File: config.mk
export PLATFORM = sky130hd
export DESIGN_NAME = lsu_ctrl
export DESIGN_NICKNAME = d
export VERILOG_FILES = /design/src/common/mem_stage_pkg.sv /design/src/accessor/lsu_lanes.sv /design/src/accessor/lsu_ctrl.sv
export SDC_FILE = /design/constraint.sdc
export NUM_CORES = 1
export LEC_CHECK = 0
export ABC_AREA = 0
export BUFFER_PORTS_ARGS = -buffer_cell sky130_fd_sc_hd__buf_4
export CORE_MARGIN = 2
export CORE_UTILIZATION = 35
export DETAILED_ROUTE_END_ITERATION = 7
export PLACE_DENSITY = 0.66
export SLEW_MARGIN = 20
export SYNTH_ARGS = -nofsm -noshare
export SYNTH_HDL_FRONTEND = slang
export SYNTH_HIERARCHICAL = 1
export SYNTH_SLANG_ARGS = --single-unit
File: constraint.sdc
create_clock -name clk -period 5.19 [get_ports clk]
set_input_delay 1.2975 -clock clk [delete_from_list [all_inputs] [get_ports clk]]
set_output_delay 1.2975 -clock clk [all_outputs]
set_load 0.05 [all_outputs]
File: src/common/mem_stage_pkg.sv
package mem_stage_pkg;

  // data and address width
  localparam int xlen = 32;
  // byte lanes per word
  localparam int strb_w = xlen / 8;

  // decoded memory operation from the execute side
  typedef enum logic [3:0] {
    op_none = 4'd0,
    op_lb   = 4'd1,
    op_lbu  = 4'd2,
    op_lh   = 4'd3,
    op_lhu  = 4'd4,
    op_lw   = 4'd5,
    op_sb   = 4'd6,
    op_sh   = 4'd7,
    op_sw   = 4'd8
  } mem_op_e;

  // configuration register byte offsets
  localparam logic [xlen-1:0] reg_base_off  = 32'h0000_0000;
  localparam logic [xlen-1:0] reg_limit_off = 32'h0000_0004;
  localparam logic [xlen-1:0] reg_fault_off = 32'h0000_0008;

  function automatic logic is_load(input mem_op_e op);
    logic result;
    case (op)
      op_lb, op_lbu, op_lh, op_lhu, op_lw: result = 1'b1;
      default: result = 1'b0;
    endcase
    return result;
  endfunction

  function automatic logic is_store(input mem_op_e op);
    logic result;
    case (op)
      op_sb, op_sh, op_sw: result = 1'b1;
      default: result = 1'b0;
    endcase
    return result;
  endfunction

endpackage

File: src/accessor/lsu_lanes.sv
`timescale 1ns/1ns

module lsu_lanes (
  input  mem_stage_pkg::mem_op_e            op,
  input  logic [1:0]                        byte_off,
  input  logic [mem_stage_pkg::xlen-1:0]    store_data,
  input  logic [mem_stage_pkg::xlen-1:0]    load_word,
  output logic [mem_stage_pkg::strb_w-1:0]  wstrb,
  output logic [mem_stage_pkg::xlen-1:0]    wdata,
  output logic [mem_stage_pkg::xlen-1:0]    load_result
);
  import mem_stage_pkg::*;

  logic [7:0]  sel_byte;
  logic [15:0] sel_half;

  // store side: replicate value, strobe picks the lanes
  always_comb begin
    wstrb = '0;
    wdata = store_data;
    if (is_store(op)) begin
      case (op)
        op_sb: begin
          wstrb = 4'b0001 << byte_off;
          wdata = {4{store_data[7:0]}};
        end
        op_sh: begin
          wstrb = byte_off[1] ? 4'b1100 : 4'b0011;
          wdata = {2{store_data[15:0]}};
        end
        default: begin
          wstrb = '1;
        end
      endcase
    end
  end

  // addressed byte and halfword of the returned word
  always_comb begin
    case (byte_off)
      2'b00: sel_byte = load_word[7:0];
      2'b01: sel_byte = load_word[15:8];
      2'b10: sel_byte = load_word[23:16];
      default: sel_byte = load_word[31:24];
    endcase
    sel_half = byte_off[1] ? load_word[31:16] : load_word[15:0];
  end

  // extend by operation, zero for anything that is not a load
  always_comb begin
    load_result = '0;
    if (is_load(op)) begin
      case (op)
        op_lb:  load_result = {{(xlen-8){sel_byte[7]}}, sel_byte};
        op_lbu: load_result = {{(xlen-8){1'b0}}, sel_byte};
        op_lh:  load_result = {{(xlen-16){sel_half[15]}}, sel_half};
        op_lhu: load_result = {{(xlen-16){1'b0}}, sel_half};
        default: load_result = load_word;
      endcase
    end
  end

endmodule

File: src/accessor/lsu_ctrl.sv
`timescale 1ns/1ns

module lsu_ctrl (
  input  logic                              clk,
  input  logic                              reset,
  // request from execute
  input  logic                              req_valid,
  output logic                              req_ready,
  input  mem_stage_pkg::mem_op_e            req_op,
  input  logic [mem_stage_pkg::xlen-1:0]    req_addr,
  input  logic [mem_stage_pkg::xlen-1:0]    req_wdata,
  input  logic [4:0]                        req_rd,
  // result to writeback
  output logic                              rsp_valid,
  input  logic                              rsp_ready,
  output logic [mem_stage_pkg::xlen-1:0]    rsp_data,
  output logic [4:0]                        rsp_rd,
  output logic                              rsp_fault,
  // access window and fault reporting
  input  logic [mem_stage_pkg::xlen-1:0]    win_base,
  input  logic [mem_stage_pkg::xlen-1:0]    win_limit,
  output logic                              fault_pulse,
  // data APB master
  output logic [mem_stage_pkg::xlen-1:0]    paddr,
  output logic                              psel,
  output logic                              penable,
  output logic                              pwrite,
  output logic [mem_stage_pkg::xlen-1:0]    pwdata,
  output logic [mem_stage_pkg::strb_w-1:0]  pstrb,
  input  logic [mem_stage_pkg::xlen-1:0]    prdata,
  input  logic                              pready
);
  import mem_stage_pkg::*;

  typedef enum logic [1:0] {
    st_idle,
    st_setup,
    st_access,
    st_respond
  } state_e;

  state_e            state;
  mem_op_e           op_q;
  logic [xlen-3:0]   word_addr_q;
  logic [1:0]        off_q;
  logic [xlen-1:0]   wdata_q;
  logic [xlen-1:0]   load_result;
  logic              accept;
  logic              is_mem;
  logic              misaligned;
  logic              outside;
  logic              fault;

  assign req_ready = (state == st_idle);
  assign accept    = req_valid && req_ready;
  assign rsp_valid = (state == st_respond);

  // window and alignment check on the incoming request
  always_comb begin
    case (req_op)
      op_lh, op_lhu, op_sh: misaligned = req_addr[0];
      op_lw, op_sw:         misaligned = |req_addr[1:0];
      default:              misaligned = 1'b0;
    endcase
    outside = (req_addr < win_base) || (req_addr > win_limit);
    is_mem  = is_load(req_op) || is_store(req_op);
    fault   = is_mem && (misaligned || outside);
  end

  always_ff @(posedge clk) begin
    if (reset) begin
      state       <= st_idle;
      fault_pulse <= 1'b0;
    end else begin
      fault_pulse <= 1'b0;
      case (state)
        st_idle: begin
          if (accept) begin
            // faults and no-op requests skip the bus
            if (fault) begin
              fault_pulse <= 1'b1;
              state       <= st_respond;
            end else if (!is_mem) begin
              state <= st_respond;
            end else begin
              state <= st_setup;
            end
          end
        end
        st_setup: state <= st_access;
        st_access: begin
          if (pready) begin
            state <= st_respond;
          end
        end
        default: begin
          if (rsp_ready) begin
            state <= st_idle;
          end
        end
      endcase
    end
  end

  // request and result payload
  always_ff @(posedge clk) begin
    if (accept) begin
      op_q        <= req_op;
      word_addr_q <= req_addr[xlen-1:2];
      off_q       <= req_addr[1:0];
      wdata_q     <= req_wdata;
      rsp_rd      <= req_rd;
      rsp_fault   <= fault;
      rsp_data    <= '0;
    end else if (state == st_access && pready) begin
      rsp_data <= load_result;
    end
  end

  lsu_lanes u_lanes (
    .op          (op_q),
    .byte_off    (off_q),
    .store_data  (wdata_q),
    .load_word   (prdata),
    .wstrb       (pstrb),
    .wdata       (pwdata),
    .load_result (load_result)
  );

  // APB master outputs follow the state
  assign psel    = (state == st_setup) || (state == st_access);
  assign penable = (state == st_access);
  assign paddr   = {word_addr_q, 2'b00};
  assign pwrite  = is_store(op_q);

endmodule

==> impl_metrics.tcl <==
set metrics [dict create \
    status "finished clean" \
    dr.pass1.iters 6 \
    cts_tree "done" \
    cpPeakStageDelay_ps 670 \
    fmax_ghz 0.254 \
    h-tree-depth 3 \
    port_buffers 283 \
    diodes 0 \
    slew_headroom 0.355 \
    final.setup.tns_ps 0 \
    antenna_found_initial 0 \
    cts_resized 0 \
    syn_inst 690 \
    critPathKind "register to primary output" \
    cts_num_sinks 109 \
    syn_avg_cell_area_um2 9.97 \
    worstPathRequired_ps 3890 \
    worstSetupStartpointType "register" \
    overflow 0 \
    synthToLayoutAreaGrowth_pct 37.0 \
    ys.flop_type "edfxtp_1" \
    cpMaxStageDelayCell "edfxtp_1" \
    die_h_um 144 \
    synth-seq-cells 109 \
    async_reset_ff_frac 0 \
    synth_area_mm2 0.00688 \
    num-nets-final 1185 \
    leakagePower_nw 4.26 \
    path_buf_inv 1 \
    setup_viol_count_final 0 \
    fillers 1867 \
    finalHoldViolations 0 \
    cp_cell_sequence "nand3b_4 -> nor2_2 -> mux2_2 -> buf_4" \
    ys_warn_count 6 \
    drv_cap 0 \
    synth_commonest_cells "97 x nand2_1, 74 x edfxtp_1, 70 x inv_1" \
    place_congestion 0.824 \
    ir_drop_mv 0.153 \
    cp_top_family "simple AND/OR/NAND/NOR gates" \
    synthDistinctLibCells 58 \
    grt_usage 0.190 \
    dpl.hpwl_mm 15.5 \
    cp.arrival_ps 2630 \
    post_cts_buffers 0 \
    synthTopCellsByArea "edfxtp_1 32%, ha_1 12%, dfxtp_1 10%" \
    path_max_fanout 25 \
    finalMaxSlewViolations 0 \
    fp.dieArea_mm2 0.0208 \
    ant_nets 0 \
    synth_top_area_frac 0.323 \
    cts_made_buffers 9 \
    yosysSeqAreaShare 0.425 \
    hold_class "register to register" \
    core_mm2 0.0194 \
    drive_above_1_share 0.367 \
    clkLatencyLatePin_ps 350 \
    std_cell_rows 51 \
    rsz0062_at_grt "no" \
    p_per_area_mw_per_mm2 390 \
    design.portCount 286 \
    finalPower_mw 3.67 \
    period_minus_slack_ps 3930 \
    grt_pass1_wl_mm 30.8 \
    end_kind "primary output" \
    drt-initial-drc-count 325 \
    drt-vias-per-instance 4.98 \
    initial_utilization 0.354 \
    drc 0 \
    vias 6046 \
    synth-edff-count 74 \
    synth.largest_area_cell "edfxtp_1" \
    yosysMostFrequentCell "nand2_1" \
    clock_skew_ps 8.97 \
    holdBufCountCts 0 \
    fin_crit_sh 0.758 \
    path_clk_slew_ps 80 \
    die_w_um 144 \
    worst-slew-pin-transition_ps 968 \
    grt_pass1_vias 5790 \
    finalWirelength_mm 20.0 \
    grt_max_degree 42 \
    routedWlPerCell_um 16.5 \
    cts-root-buf "clkbuf_16" \
    clk_path_buf_depth 2 \
]
-- per-layer routing --
layer | wire length, um | up-vias | global-route usage
met5 | 0 | - | 0
met4 | 310 | 0 | 0.0506
met3 | 1600 | 17 | 0.0444
met2 | 9950 | 248 | 0.338
met1 | 8190 | 2786 | 0.232
li1 | - | 2995 | -
-- flip-flops by register name, indices dropped and copies added, names as in the netlist --
register     flops
fault_pulse      1
off_q            2
op_q             4
rsp_data        32
rsp_fault        1
rsp_rd           5
state            2
wdata_q         32
word_addr_q     30
-- layout by cell type (no fill, tap or decap), drive strengths merged, types with 2 or more instances in the layout --
cell type	Yosys	layout
a211oi	13	13
a21o	3	3
a21oi	55	55
a221oi	4	4
a31oi	18	18
and2	4	4
and3	9	9
and4	2	2
buf	24	288
clkbuf	21	10
clkinvlp	0	2
conb	1	2
dfxtp	35	35
edfxtp	74	74
ha	66	66
inv	70	73
mux2	17	17
mux2i	18	18
mux4	8	8
nand2	98	98
nand2b	2	2
nand3	6	6
nand3b	20	20
nand4	9	9
nor2	20	20
nor2b	15	15
nor3	2	2
nor4	2	2
o2111ai	2	2
o21a	2	2
o21ai	35	35
o221a	9	9
o311a	8	8
or2	2	2
or3b	3	3
-- path summary, 6_finish.rpt --
| check | start | end | slack [ps] | cells after the start |
|---|---|---|---|---|
| worst max register to register | off_q[1] | rsp_data[16] | 2650 | 5 |
| worst min register to register | rsp_data[20] | rsp_data[20] | 460 | 2 |
| worst min-delay path | rsp_data[20] | rsp_data[20] | 460 | 2 |
| worst max-delay path | op_q[3] | pwdata[10] | 1260 | 4 |
-- logic make-up (layout without fill, tap and decap cells) --
family / count (synthesis) / count (layout) / synth area share
fa+ha+maj: 66 / 66 / 0.120
buf+inv: 115 / 374 / 0.0741
xor+xnor: 2 / 2 / 0.00255
other cells: 1 / 2 / 0.000545
simple gates: 200 / 200 / 0.151
mux: 43 / 43 / 0.0808
flops: 109 / 109 / 0.425
compound gates: 154 / 154 / 0.146
-- layout make-up --
cell class              instances  area [um2]  share of cell area
clock inverters                 6        55.1             0.00585
well taps                     265         332              0.0352
multi-input cells             467        3450               0.367
inverters                      70         263              0.0279
flip-flops and latches        109        2920               0.310
clock buffers                  10         229              0.0243
repair buffers                288        2160               0.230
-- power by group --
group | total [mW] | internal, mW | switching, mW
Clock | 0.677 | 0.335 | 0.342
Sequential | 1.24 | 1.13 | 0.111
Combinational | 1.76 | 0.587 | 1.17
-- metrics by stage --
| step | hold WS [ps] | util | instance area [um2] | instances | worst slack [ps] |
|---|---|---|---|---|---|
| final | 457 | 0.485 | 9420 | 1215 | 1260 |
| after global routing | 477 | 0.485 | 9420 | 1215 | 1120 |
| after CTS | 460 | 0.485 | 9410 | 1215 | 1240 |
| after detailed placement | 450 | 0.471 | 9130 | 1199 | 1630 |
| after global placement | 446 | 0.471 | 9130 | 1199 | 1690 |
| after floorplan | 490 | - | 6880 | 691 | 871 |
-- worst reg2reg max path: cells and delay by family, from the launching register on --
kind / cells / cell delay, ps
DFF: 1 / 990
muxes: 1 / 730
and+or+nand+nor: 2 / 470
AOI/OAI and AO/OA: 2 / 230
Power figures use the tool's default switching activity.
