<file path="src/common/mem_stage_pkg.sv">
package mem_stage_pkg;

  // data and address width
  localparam int xlen = 32;
  // byte lanes per word
  localparam int strb_w = xlen / 8;

  // decoded memory operation from the execute side
  typedef enum logic [3:0] {
    op_none = 4'd0,
    op_lb   = 4'd1,
    op_lbu  = 4'd2,
    op_lh   = 4'd3,
    op_lhu  = 4'd4,
    op_lw   = 4'd5,
    op_sb   = 4'd6,
    op_sh   = 4'd7,
    op_sw   = 4'd8
  } mem_op_e;

  // configuration register byte offsets
  localparam logic [xlen-1:0] reg_base_off  = 32'h0000_0000;
  localparam logic [xlen-1:0] reg_limit_off = 32'h0000_0004;
  localparam logic [xlen-1:0] reg_fault_off = 32'h0000_0008;

  function automatic logic is_load(input mem_op_e op);
    logic result;
    case (op)
      op_lb, op_lbu, op_lh, op_lhu, op_lw: result = 1'b1;
      default: result = 1'b0;
    endcase
    return result;
  endfunction

  function automatic logic is_store(input mem_op_e op);
    logic result;
    case (op)
      op_sb, op_sh, op_sw: result = 1'b1;
      default: result = 1'b0;
    endcase
    return result;
  endfunction

endpackage

</file>
<file path="src/rtl/mem_window_regs.sv">
`timescale 1ns/1ns

module mem_window_regs #(
  parameter int ram_words = 256
) (
  input  logic                            clk,
  input  logic                            reset,
  // configuration APB slave
  input  logic [mem_stage_pkg::xlen-1:0]  cfg_paddr,
  input  logic                            cfg_psel,
  input  logic                            cfg_penable,
  input  logic                            cfg_pwrite,
  input  logic [mem_stage_pkg::xlen-1:0]  cfg_pwdata,
  output logic [mem_stage_pkg::xlen-1:0]  cfg_prdata,
  output logic                            cfg_pready,
  // from the access stage
  input  logic                            fault_pulse,
  // window to the access stage
  output logic [mem_stage_pkg::xlen-1:0]  win_base,
  output logic [mem_stage_pkg::xlen-1:0]  win_limit
);
  import mem_stage_pkg::*;

  // last byte address of the data RAM
  localparam logic [xlen-1:0] limit_rst = xlen'(ram_words * 4 - 1);

  logic [15:0] fault_count;
  logic        wr_en;

  // zero wait states
  assign cfg_pready = 1'b1;
  assign wr_en      = cfg_psel && cfg_penable && cfg_pwrite;

  always_ff @(posedge clk) begin
    if (reset) begin
      win_base    <= '0;
      win_limit   <= limit_rst;
      fault_count <= '0;
    end else begin
      if (wr_en && cfg_paddr == reg_base_off) begin
        win_base <= cfg_pwdata;
      end
      if (wr_en && cfg_paddr == reg_limit_off) begin
        win_limit <= cfg_pwdata;
      end
      // a write clears, otherwise count up and stick at all ones
      if (wr_en && cfg_paddr == reg_fault_off) begin
        fault_count <= '0;
      end else if (fault_pulse && fault_count != '1) begin
        fault_count <= fault_count + 16'd1;
      end
    end
  end

  // read mux, unmapped offsets return zero
  always_comb begin
    case (cfg_paddr)
      reg_base_off:  cfg_prdata = win_base;
      reg_limit_off: cfg_prdata = win_limit;
      reg_fault_off: cfg_prdata = {{(xlen-16){1'b0}}, fault_count};
      default:       cfg_prdata = '0;
    endcase
  end

endmodule

</file>
<file path="config.mk">
export PLATFORM = sky130hd
export DESIGN_NAME = mem_window_regs
export DESIGN_NICKNAME = d
export VERILOG_FILES = /design/src/common/mem_stage_pkg.sv /design/src/rtl/mem_window_regs.sv
export SDC_FILE = /design/constraint.sdc
export NUM_CORES = 1
export LEC_CHECK = 0
export ABC_AREA = 1
export BUFFER_PORTS_ARGS = -buffer_cell sky130_fd_sc_hd__buf_2
export CORE_MARGIN = 2
export CORE_UTILIZATION = 45
export CTS_CLUSTER_SIZE = 28
export DETAILED_ROUTE_END_ITERATION = 8
export PLACE_DENSITY = 0.77
export SLEW_MARGIN = 20
export SYNTH_ARGS = -nofsm -noshare
export SYNTH_HDL_FRONTEND = slang
export SYNTH_SLANG_ARGS = --single-unit
</file>
<file path="constraint.sdc">
create_clock -name clk -period 1.6 [get_ports clk]
set_input_delay 0.32 -clock clk [delete_from_list [all_inputs] [get_ports clk]]
set_output_delay 0.32 -clock clk [all_outputs]
set_load 0.01 [all_outputs]
</file>
==> summary.txt, run 1 <==
Timing
  – Max-slew violations: 0
  – Final WS setup: -0.394 ns
  – Fmax: around 500 MHz
  – RSZ-0062 raised after global routing: true
  – Worst hold slack: between 0.2 and 0.25 ns
  – Skew final: a little under 0.006 ns
  – Part of the cycle the worst path needs: 1.25
  – Minimum clock period: 1.99 ns
  – Endpoints failing hold: 0
  – Final Setup Violations: 32

Yosys
  – Synth Area per Inst: around 6.2 um^2
  – Yosys cell types: 26
  – Synth area leader: dfxtp_1
  – Top cell type's share of synthesized area: 0.363
  – Cell Area, Synth: 4410 um^2
  – Top post-synthesis cells by area: dfxtp_1, nand3_1, nand2_1
  – Syn. warnings: 0
  – #FFs+latches synth: 80
  – Syn Inst Count: 707
  – Sequential area share after synthesis: 0.363
  – Mapped Nets: about 780

Routing
  – Vias per inst: between 5 and 6
  – Met3 Wirelength: roughly 1400 um
  – Met2 WL: 8010 um
  – First-pass iteration count of the detailed router: 5
  – Antenna-violating nets left: 0
  – Total number of vias: about 5500
  – # DRC: 0
  – Met1 Wirelength: approximately 6400 um
  – Wirelength per Cell: ~16 um
  – Final WL: between 15000 and 20000 um
  – First DRT Iteration DRCs: 326
  – Top Metal Used: met4

Power and ir drop
  – Comb power frac: 0.100
  – Peak VDD IR: ~0.47 mV
  – Sequential share of power: 0.521
  – Sw frac: 0.273
  – PD cells: roughly 560 nW/um^2
  – Leakage power: between 0.003 and 0.004 uW
  – Internal: 2790 uW
  – Psw: 1050 uW
  – Clock power frac: 0.379

Placement
  – Global placer's final weighted congestion: between 0.8 and 0.9
  – Placed Area: approximately 5700 um^2
  – Pre-CTS WS: -0.294 ns
  – Half-perimeter wire length after placement: about 9200 um
  – IO Port Bufs: between 150 and 200

Clock tree
  – Clock root buffer: clkbuf_8
  – Cts hold-fix bufs: 0
  – Cts bufs inserted: 9
  – Clk buf depth: 2
  – CTS Sinks: 80
  – Clk_lat worst skew: around 0.35 ns
  – H-tree Lvls: 3
  – Clk pin slew, worst setup/hold paths: around 0.090 ns
  – CTS tree: yes

Global routing
  – Largest net degree at the start of global routing: 55
  – GRT Util Overall: 0.249
  – Vias in the first global route: around 4600
  – GR Overflow Total: 0
  – Initial antenna violation count: 0
  – First-pass GRT wire length: 21100 um

Cells and area
  – Finished Cell Area: 6840 um^2
  – Register Area: 1600 um^2
  – Final nets: around 1000
  – Multi-input gate area: ~2800 um^2
  – Most frequent cells in the layout: nand2_1, buf_2, nand3_1
  – Most common cell after layout, fill and taps aside: nand2_1
  – Layout cells sized above 1: 0.383
  – Fillers: approximately 790
  – Area Overhead vs Synth: 55.0%
  – Diode count: 0
  – Utilization after layout: 0.710

Critical path
  – Critical path peak fanout: 9
  – Worst Path Arrival: roughly 1.7 ns
  – Crit Path Class: in -> out
  – Setup crit end kind: primary output
  – Startpoint Class: primary input
  – CP Data Required Time: approximately 1.3 ns

Floorplanning
  – Core footprint: 9640 um^2
  – DIE HEIGHT: around 100 um
  – Die width: 103 um
  – Full die area: 10600 um^2
  – I/O pins: approximately 170
  – Starting density of the core: 0.458
  – Rows: 36

Status
  – Status: complete, but fails checks
  – Failing checks: negative setup slack

Flow run
  – # Max-Cap Violations: 0

Min path
  – HP Class: in -> reg
==> cell families after synthesis <==
family	synth area share
AO/OA/AOI/OAI	0.0814
buffers and inverters	0.0981
adder cells (fa/ha/maj)	0.00283
other	0.000850
flip-flops	0.363
XOR/XNOR	0.0139
AND/OR/NAND/NOR	0.440
==> cell usage after synthesis (all sizes together) <==
cell type	number
a21oi	69
and3	1
buf	29
clkbuf	20
conb	1
dfxtp	80
ha	1
inv	49
nand2	178
nand3	163
nand4	5
nor2	99
nor3	2
o21ai	2
or2	1
xnor2	4
xor2	3
==> power groups by stage <==
| stage | clock network [uW] | registers, uW | logic, uW |
|---|---|---|---|
| finish | 1450 | 2000 | 382 |
| global route | 1560 | 2000 | 418 |
| CTS | 1460 | 2000 | 318 |
| detailed placement | 0 | 2040 | 316 |
| global placement | 0 | 2040 | 314 |
| floorplan | 0 | 2050 | 164 |
==> worst max-delay path, stage by stage <==
cell and delay (ns):
buf_2 0.10, nor2_1 0.11, nand2_1 0.06, nor2_1 0.15, nand2_2 0.14, nor2_4 0.16
buf_12 0.15, buf_12 0.14, nand3_1 0.09, nand2_1 0.10, buf_2 0.14
==> registers in the layout, summed over array words and instances, names as in the netlist <==
signal / count
win_base: 32
win_limit: 32
fault_count: 16
==> metrics by stage <==
step,TNS (ns),total power [uW],cells
final,-10.43,3840,1039
after global routing,-16.64,3980,1039
after CTS,-6.44,3780,1023
after detailed placement,-15.26,2360,1000
after global placement,-13.53,2360,1000
after floorplan,0,2210,707
==> area by class of cell <==
cell class                      instances  share of cell area
Clock buffer                           10              0.0201
Clock inverter                          6             0.00732
Inverter                               49              0.0280
Multi-Input combinational cell        529               0.415
Sequential cell                        80               0.234
Tap cell                              133              0.0243
Timing Repair Buffer                  232               0.271
==> metal layers <==
layer	vias up	track usage
met5	-	0
met4	0	0.110
met3	57	0.0536
met2	288	0.402
met1	2507	0.321
li1	2677	-
==> path summary, 6_finish.rpt <==
| kind | start | end | slack, ns | depth (start not counted) |
|---|---|---|---|---|
| worst max register to register | fault_count[10]$_SDFFE_PP0P_ | fault_count[6]$_SDFFE_PP0P_ | 0.07 | 7 |
| worst max-delay path | cfg_paddr[19] | cfg_prdata[21] | -0.39 | 11 |
| worst min-delay path | reset | win_limit[5]$_SDFFE_PP1P_ | 0.21 | 3 |
| worst min register to register | win_limit[7]$_SDFFE_PP1P_ | win_limit[7]$_SDFFE_PP1P_ | 0.50 | 2 |
==> timing repair <==
action | CTS | global route
gates resized for setup | 14 | 135
pin swaps | 4 | 47
endpoints found under the hold margin | 0 | 0
cloned | 1 | 10
setup endpoints to repair | 32 | 70
buffers inserted | 7 | 8
No activity file was read; power rests on OpenSTA's default activity.
==> run 2: changes to the inputs <==
==> constraint.sdc (replaced) <==
create_clock -name clk -period 1.64 [get_ports clk]
set_input_delay 0.328 -clock clk [delete_from_list [all_inputs] [get_ports clk]]
set_output_delay 0.328 -clock clk [all_outputs]
set_load 0.01 [all_outputs]
==> run 2 against run 1 <==
Net effect:
- the run still ends with negative setup slack left
- critical path depth is 1 lower
- register-to-register slack gained 0.07 ns
- final area shrank 6.4%
- largest power group unchanged
- first-iteration DRC count increased by 18%
- combinational power fell by 8.4%
- clock skew rose by 0.0032 ns
- cell count down 0.38%
==> summary.txt, run 2 (synthesized netlist as in run 1, its figures left out) <==
Global routing
  – GRT Util Overall: 0.264
  – Initial antenna violation count: 0
  – Largest net degree at the start of global routing: 65
  – First-pass GRT wire length: between 20000 and 25000 um
  – Vias in the first global route: 4650
  – GR Overflow Total: 0

Critical path
  – Crit-path slowest cell: nor3_4
  – Worst Path Arrival: ~1.6 ns
  – Worst reg2reg path depth: 8
  – Top delay family on crit path: simple AND/OR/NAND/NOR gates
  – Crit Path Class: in -> out
  – CP Data Required Time: between 1 and 1.5 ns
  – Setup crit end kind: primary output
  – Startpoint Class: primary input
  – CP bufs+invs: 4
  – R2R Setup Slk: between 0.1 and 0.15 ns
  – Worst R2R Start: fault_count[0]$_SDFFE_PP0P_
  – CP Launch Point: cfg_paddr[9]
  – Worst setup path end: cfg_prdata[0]
  – Crit-path cells: buf_6 > nor2_4 > nand2_2 > inv_2 > nand2_4 > nor3_4 > buf_6 > nand3_1 > nand3_1 > buf_2
  – Worst path depth: 10
  – Biggest cell delay along the critical path: about 0.27 ns
  – Critical path peak fanout: 15
  – R2r endpoint: fault_count[13]$_SDFFE_PP0P_

Placement
  – IO Port Bufs: ~170
  – Pre-CTS WS: -0.246 ns
  – Half-perimeter wire length after placement: about 9700 um
  – Global placer's final weighted congestion: 0.880

Timing
  – Minimum clock period: between 1.5 and 2 ns
  – Endpoints failing hold: 0
  – Skew final: just over 0.009 ns
  – Max-slew violations: 0
  – RSZ-0062 raised after global routing: true
  – Final WS setup: -0.287 ns
  – Fmax: around 520 MHz
  – Part of the cycle the worst path needs: 1.18
  – Final Setup Violations: 32

Flow run
  – # Max-Cap Violations: 0

Status
  – Failing checks: negative setup slack
  – Status: complete, but fails checks

Clock tree
  – Clk buf depth: 2
  – H-tree Lvls: 3
  – Cts bufs inserted: 9
  – Cts hold-fix bufs: 0
  – Clock root buffer: clkbuf_8
  – CTS Sinks: 80
  – Clk_lat worst skew: 0.36 ns
  – CTS tree: yes
  – Clk pin slew, worst setup/hold paths: 0.08 ns

Floorplanning
  – Rows: 36
  – Starting density of the core: 0.458
  – Core footprint: a little under 10000 um^2
  – Die width: 103 um
  – Full die area: between 10000 and 15000 um^2
  – I/O pins: around 170
  – DIE HEIGHT: 103 um

Min path
  – HP Class: in -> reg

Cells and area
  – Multi-input gate area: ~2600 um^2
  – Fillers: between 900 and 1000
  – Register Area: roughly 1600 um^2
  – Most frequent cells in the layout: nand2_1, buf_2, nand3_1
  – Diode count: 0
  – Area Overhead vs Synth: 45.0%
  – Final nets: 969
  – Layout cells sized above 1: 0.354
  – Most common cell after layout, fill and taps aside: nand2_1
  – Top flop regs: win_base (32), win_limit (32), fault_count (16)

Routing
  – First DRT Iteration DRCs: between 300 and 400
  – Vias per inst: just over 5
  – # DRC: 0
  – Total number of vias: ~5300
  – First-pass iteration count of the detailed router: 5
  – Wirelength per Cell: 13.9 um
  – Final WL: approximately 14000 um
  – Antenna-violating nets left: 0

Power and ir drop
  – PD cells: slightly below 600 nW/um^2
  – Leakage power: 0.00314 uW
  – Pwr Total: 3780 uW
  – Peak VDD IR: between 0.3 and 0.4 mV
-- run 2: cell types whose count changed in the layout (fill, tap and decap cells not counted), moves of 3 or more --
cell       previous run  this run
nor2_2                6        11
nand3_2              40        27
clkbuf_16             8         0
buf_6                36        17
buf_4                37        44
nor2_4               13         8
nand3_1             117       136
buf_16                0         4
buf_2               136       154
nand2_4               5         2
buf_12               13        10
nand3_4               6         0
-- run 2: worst min-delay path: cells and delay by family --
| family | cells | cell delay (ns) |
|---|---|---|
| AND/OR/NAND/NOR | 2 | 0.13 |
| buffers and inverters | 1 | 0.09 |
-- run 2: layout make-up --
class,instances,share of cell area
multi-input combinational,529,0.414
timing repair buffer,229,0.250
sequential,80,0.250
inverter,49,0.0291
tap,133,0.0260
clock buffer,10,0.0215
clock inverter,5,0.00899
-- run 2: worst min path at each step --
| stage | startpoint | to | slack [ns] | depth (start not counted) |
|---|---|---|---|---|
| 6_report | cfg_pwdata[9] | win_limit[9]$_SDFFE_PP1P_ | 0.22 | 3 |
| 3_3_place_gp | win_limit[4]$_SDFFE_PP1P_ | win_limit[4]$_SDFFE_PP1P_ | 0.49 | 2 |
| 2_1_floorplan | fault_count[8]$_SDFFE_PP0P_ | fault_count[8]$_SDFFE_PP0P_ | 0.48 | 2 |
| 5_1_grt | cfg_pwdata[9] | win_limit[9]$_SDFFE_PP1P_ | 0.24 | 3 |
| 3_5_place_dp | win_limit[4]$_SDFFE_PP1P_ | win_limit[4]$_SDFFE_PP1P_ | 0.49 | 2 |
| 4_1_cts | cfg_pwdata[3] | win_limit[3]$_SDFFE_PP1P_ | 0.21 | 3 |
-- run 2: metal layers --
| metal | share of wire | vias up | GRT usage | wire [um] |
|---|---|---|---|---|
| met3 | 0.079 | 20 | 0.0515 | 1140 |
| met1 | 0.43 | 2408 | 0.346 | 6150 |
| li1 | - | 2672 | - | - |
| met4 | 0.014 | 0 | 0.0921 | 195 |
| met2 | 0.48 | 208 | 0.435 | 6960 |
| met5 | 0 | - | 0 | 0 |
-- run 2: what timing repair did --
action                     CTS  global route
gates resized for setup     44            51
buffers inserted             6             1
gates cloned                 4             0
setup endpoints to repair   32            35
pin swaps                    8            19
-- run 2: where the power goes --
| group | internal [uW] | leakage, uW | switching (uW) |
|---|---|---|---|
| combinational | 153 | 0.00241 | 197 |
| sequential | 1950 | 0.000645 | 3.29 |
| clock | 733 | 0.0000904 | 748 |
| total | 2830 | 0.00314 | 948 |
-- run 2: metrics by stage --
step | instances | utilization | area [um^2] | hold slack (ns) | setup TNS [ns]
final | 1035 | 0.664 | 6400 | 0.218 | -8.19
after global routing | 1035 | 0.664 | 6400 | 0.245 | -10.73
after CTS | 1036 | 0.645 | 6220 | 0.212 | -5.38
after detailed placement | 1011 | 0.592 | 5710 | 0.489 | -14.88
after global placement | 1011 | 0.592 | 5710 | 0.487 | -14.14
after floorplan | 707 | - | 4420 | 0.478 | 0
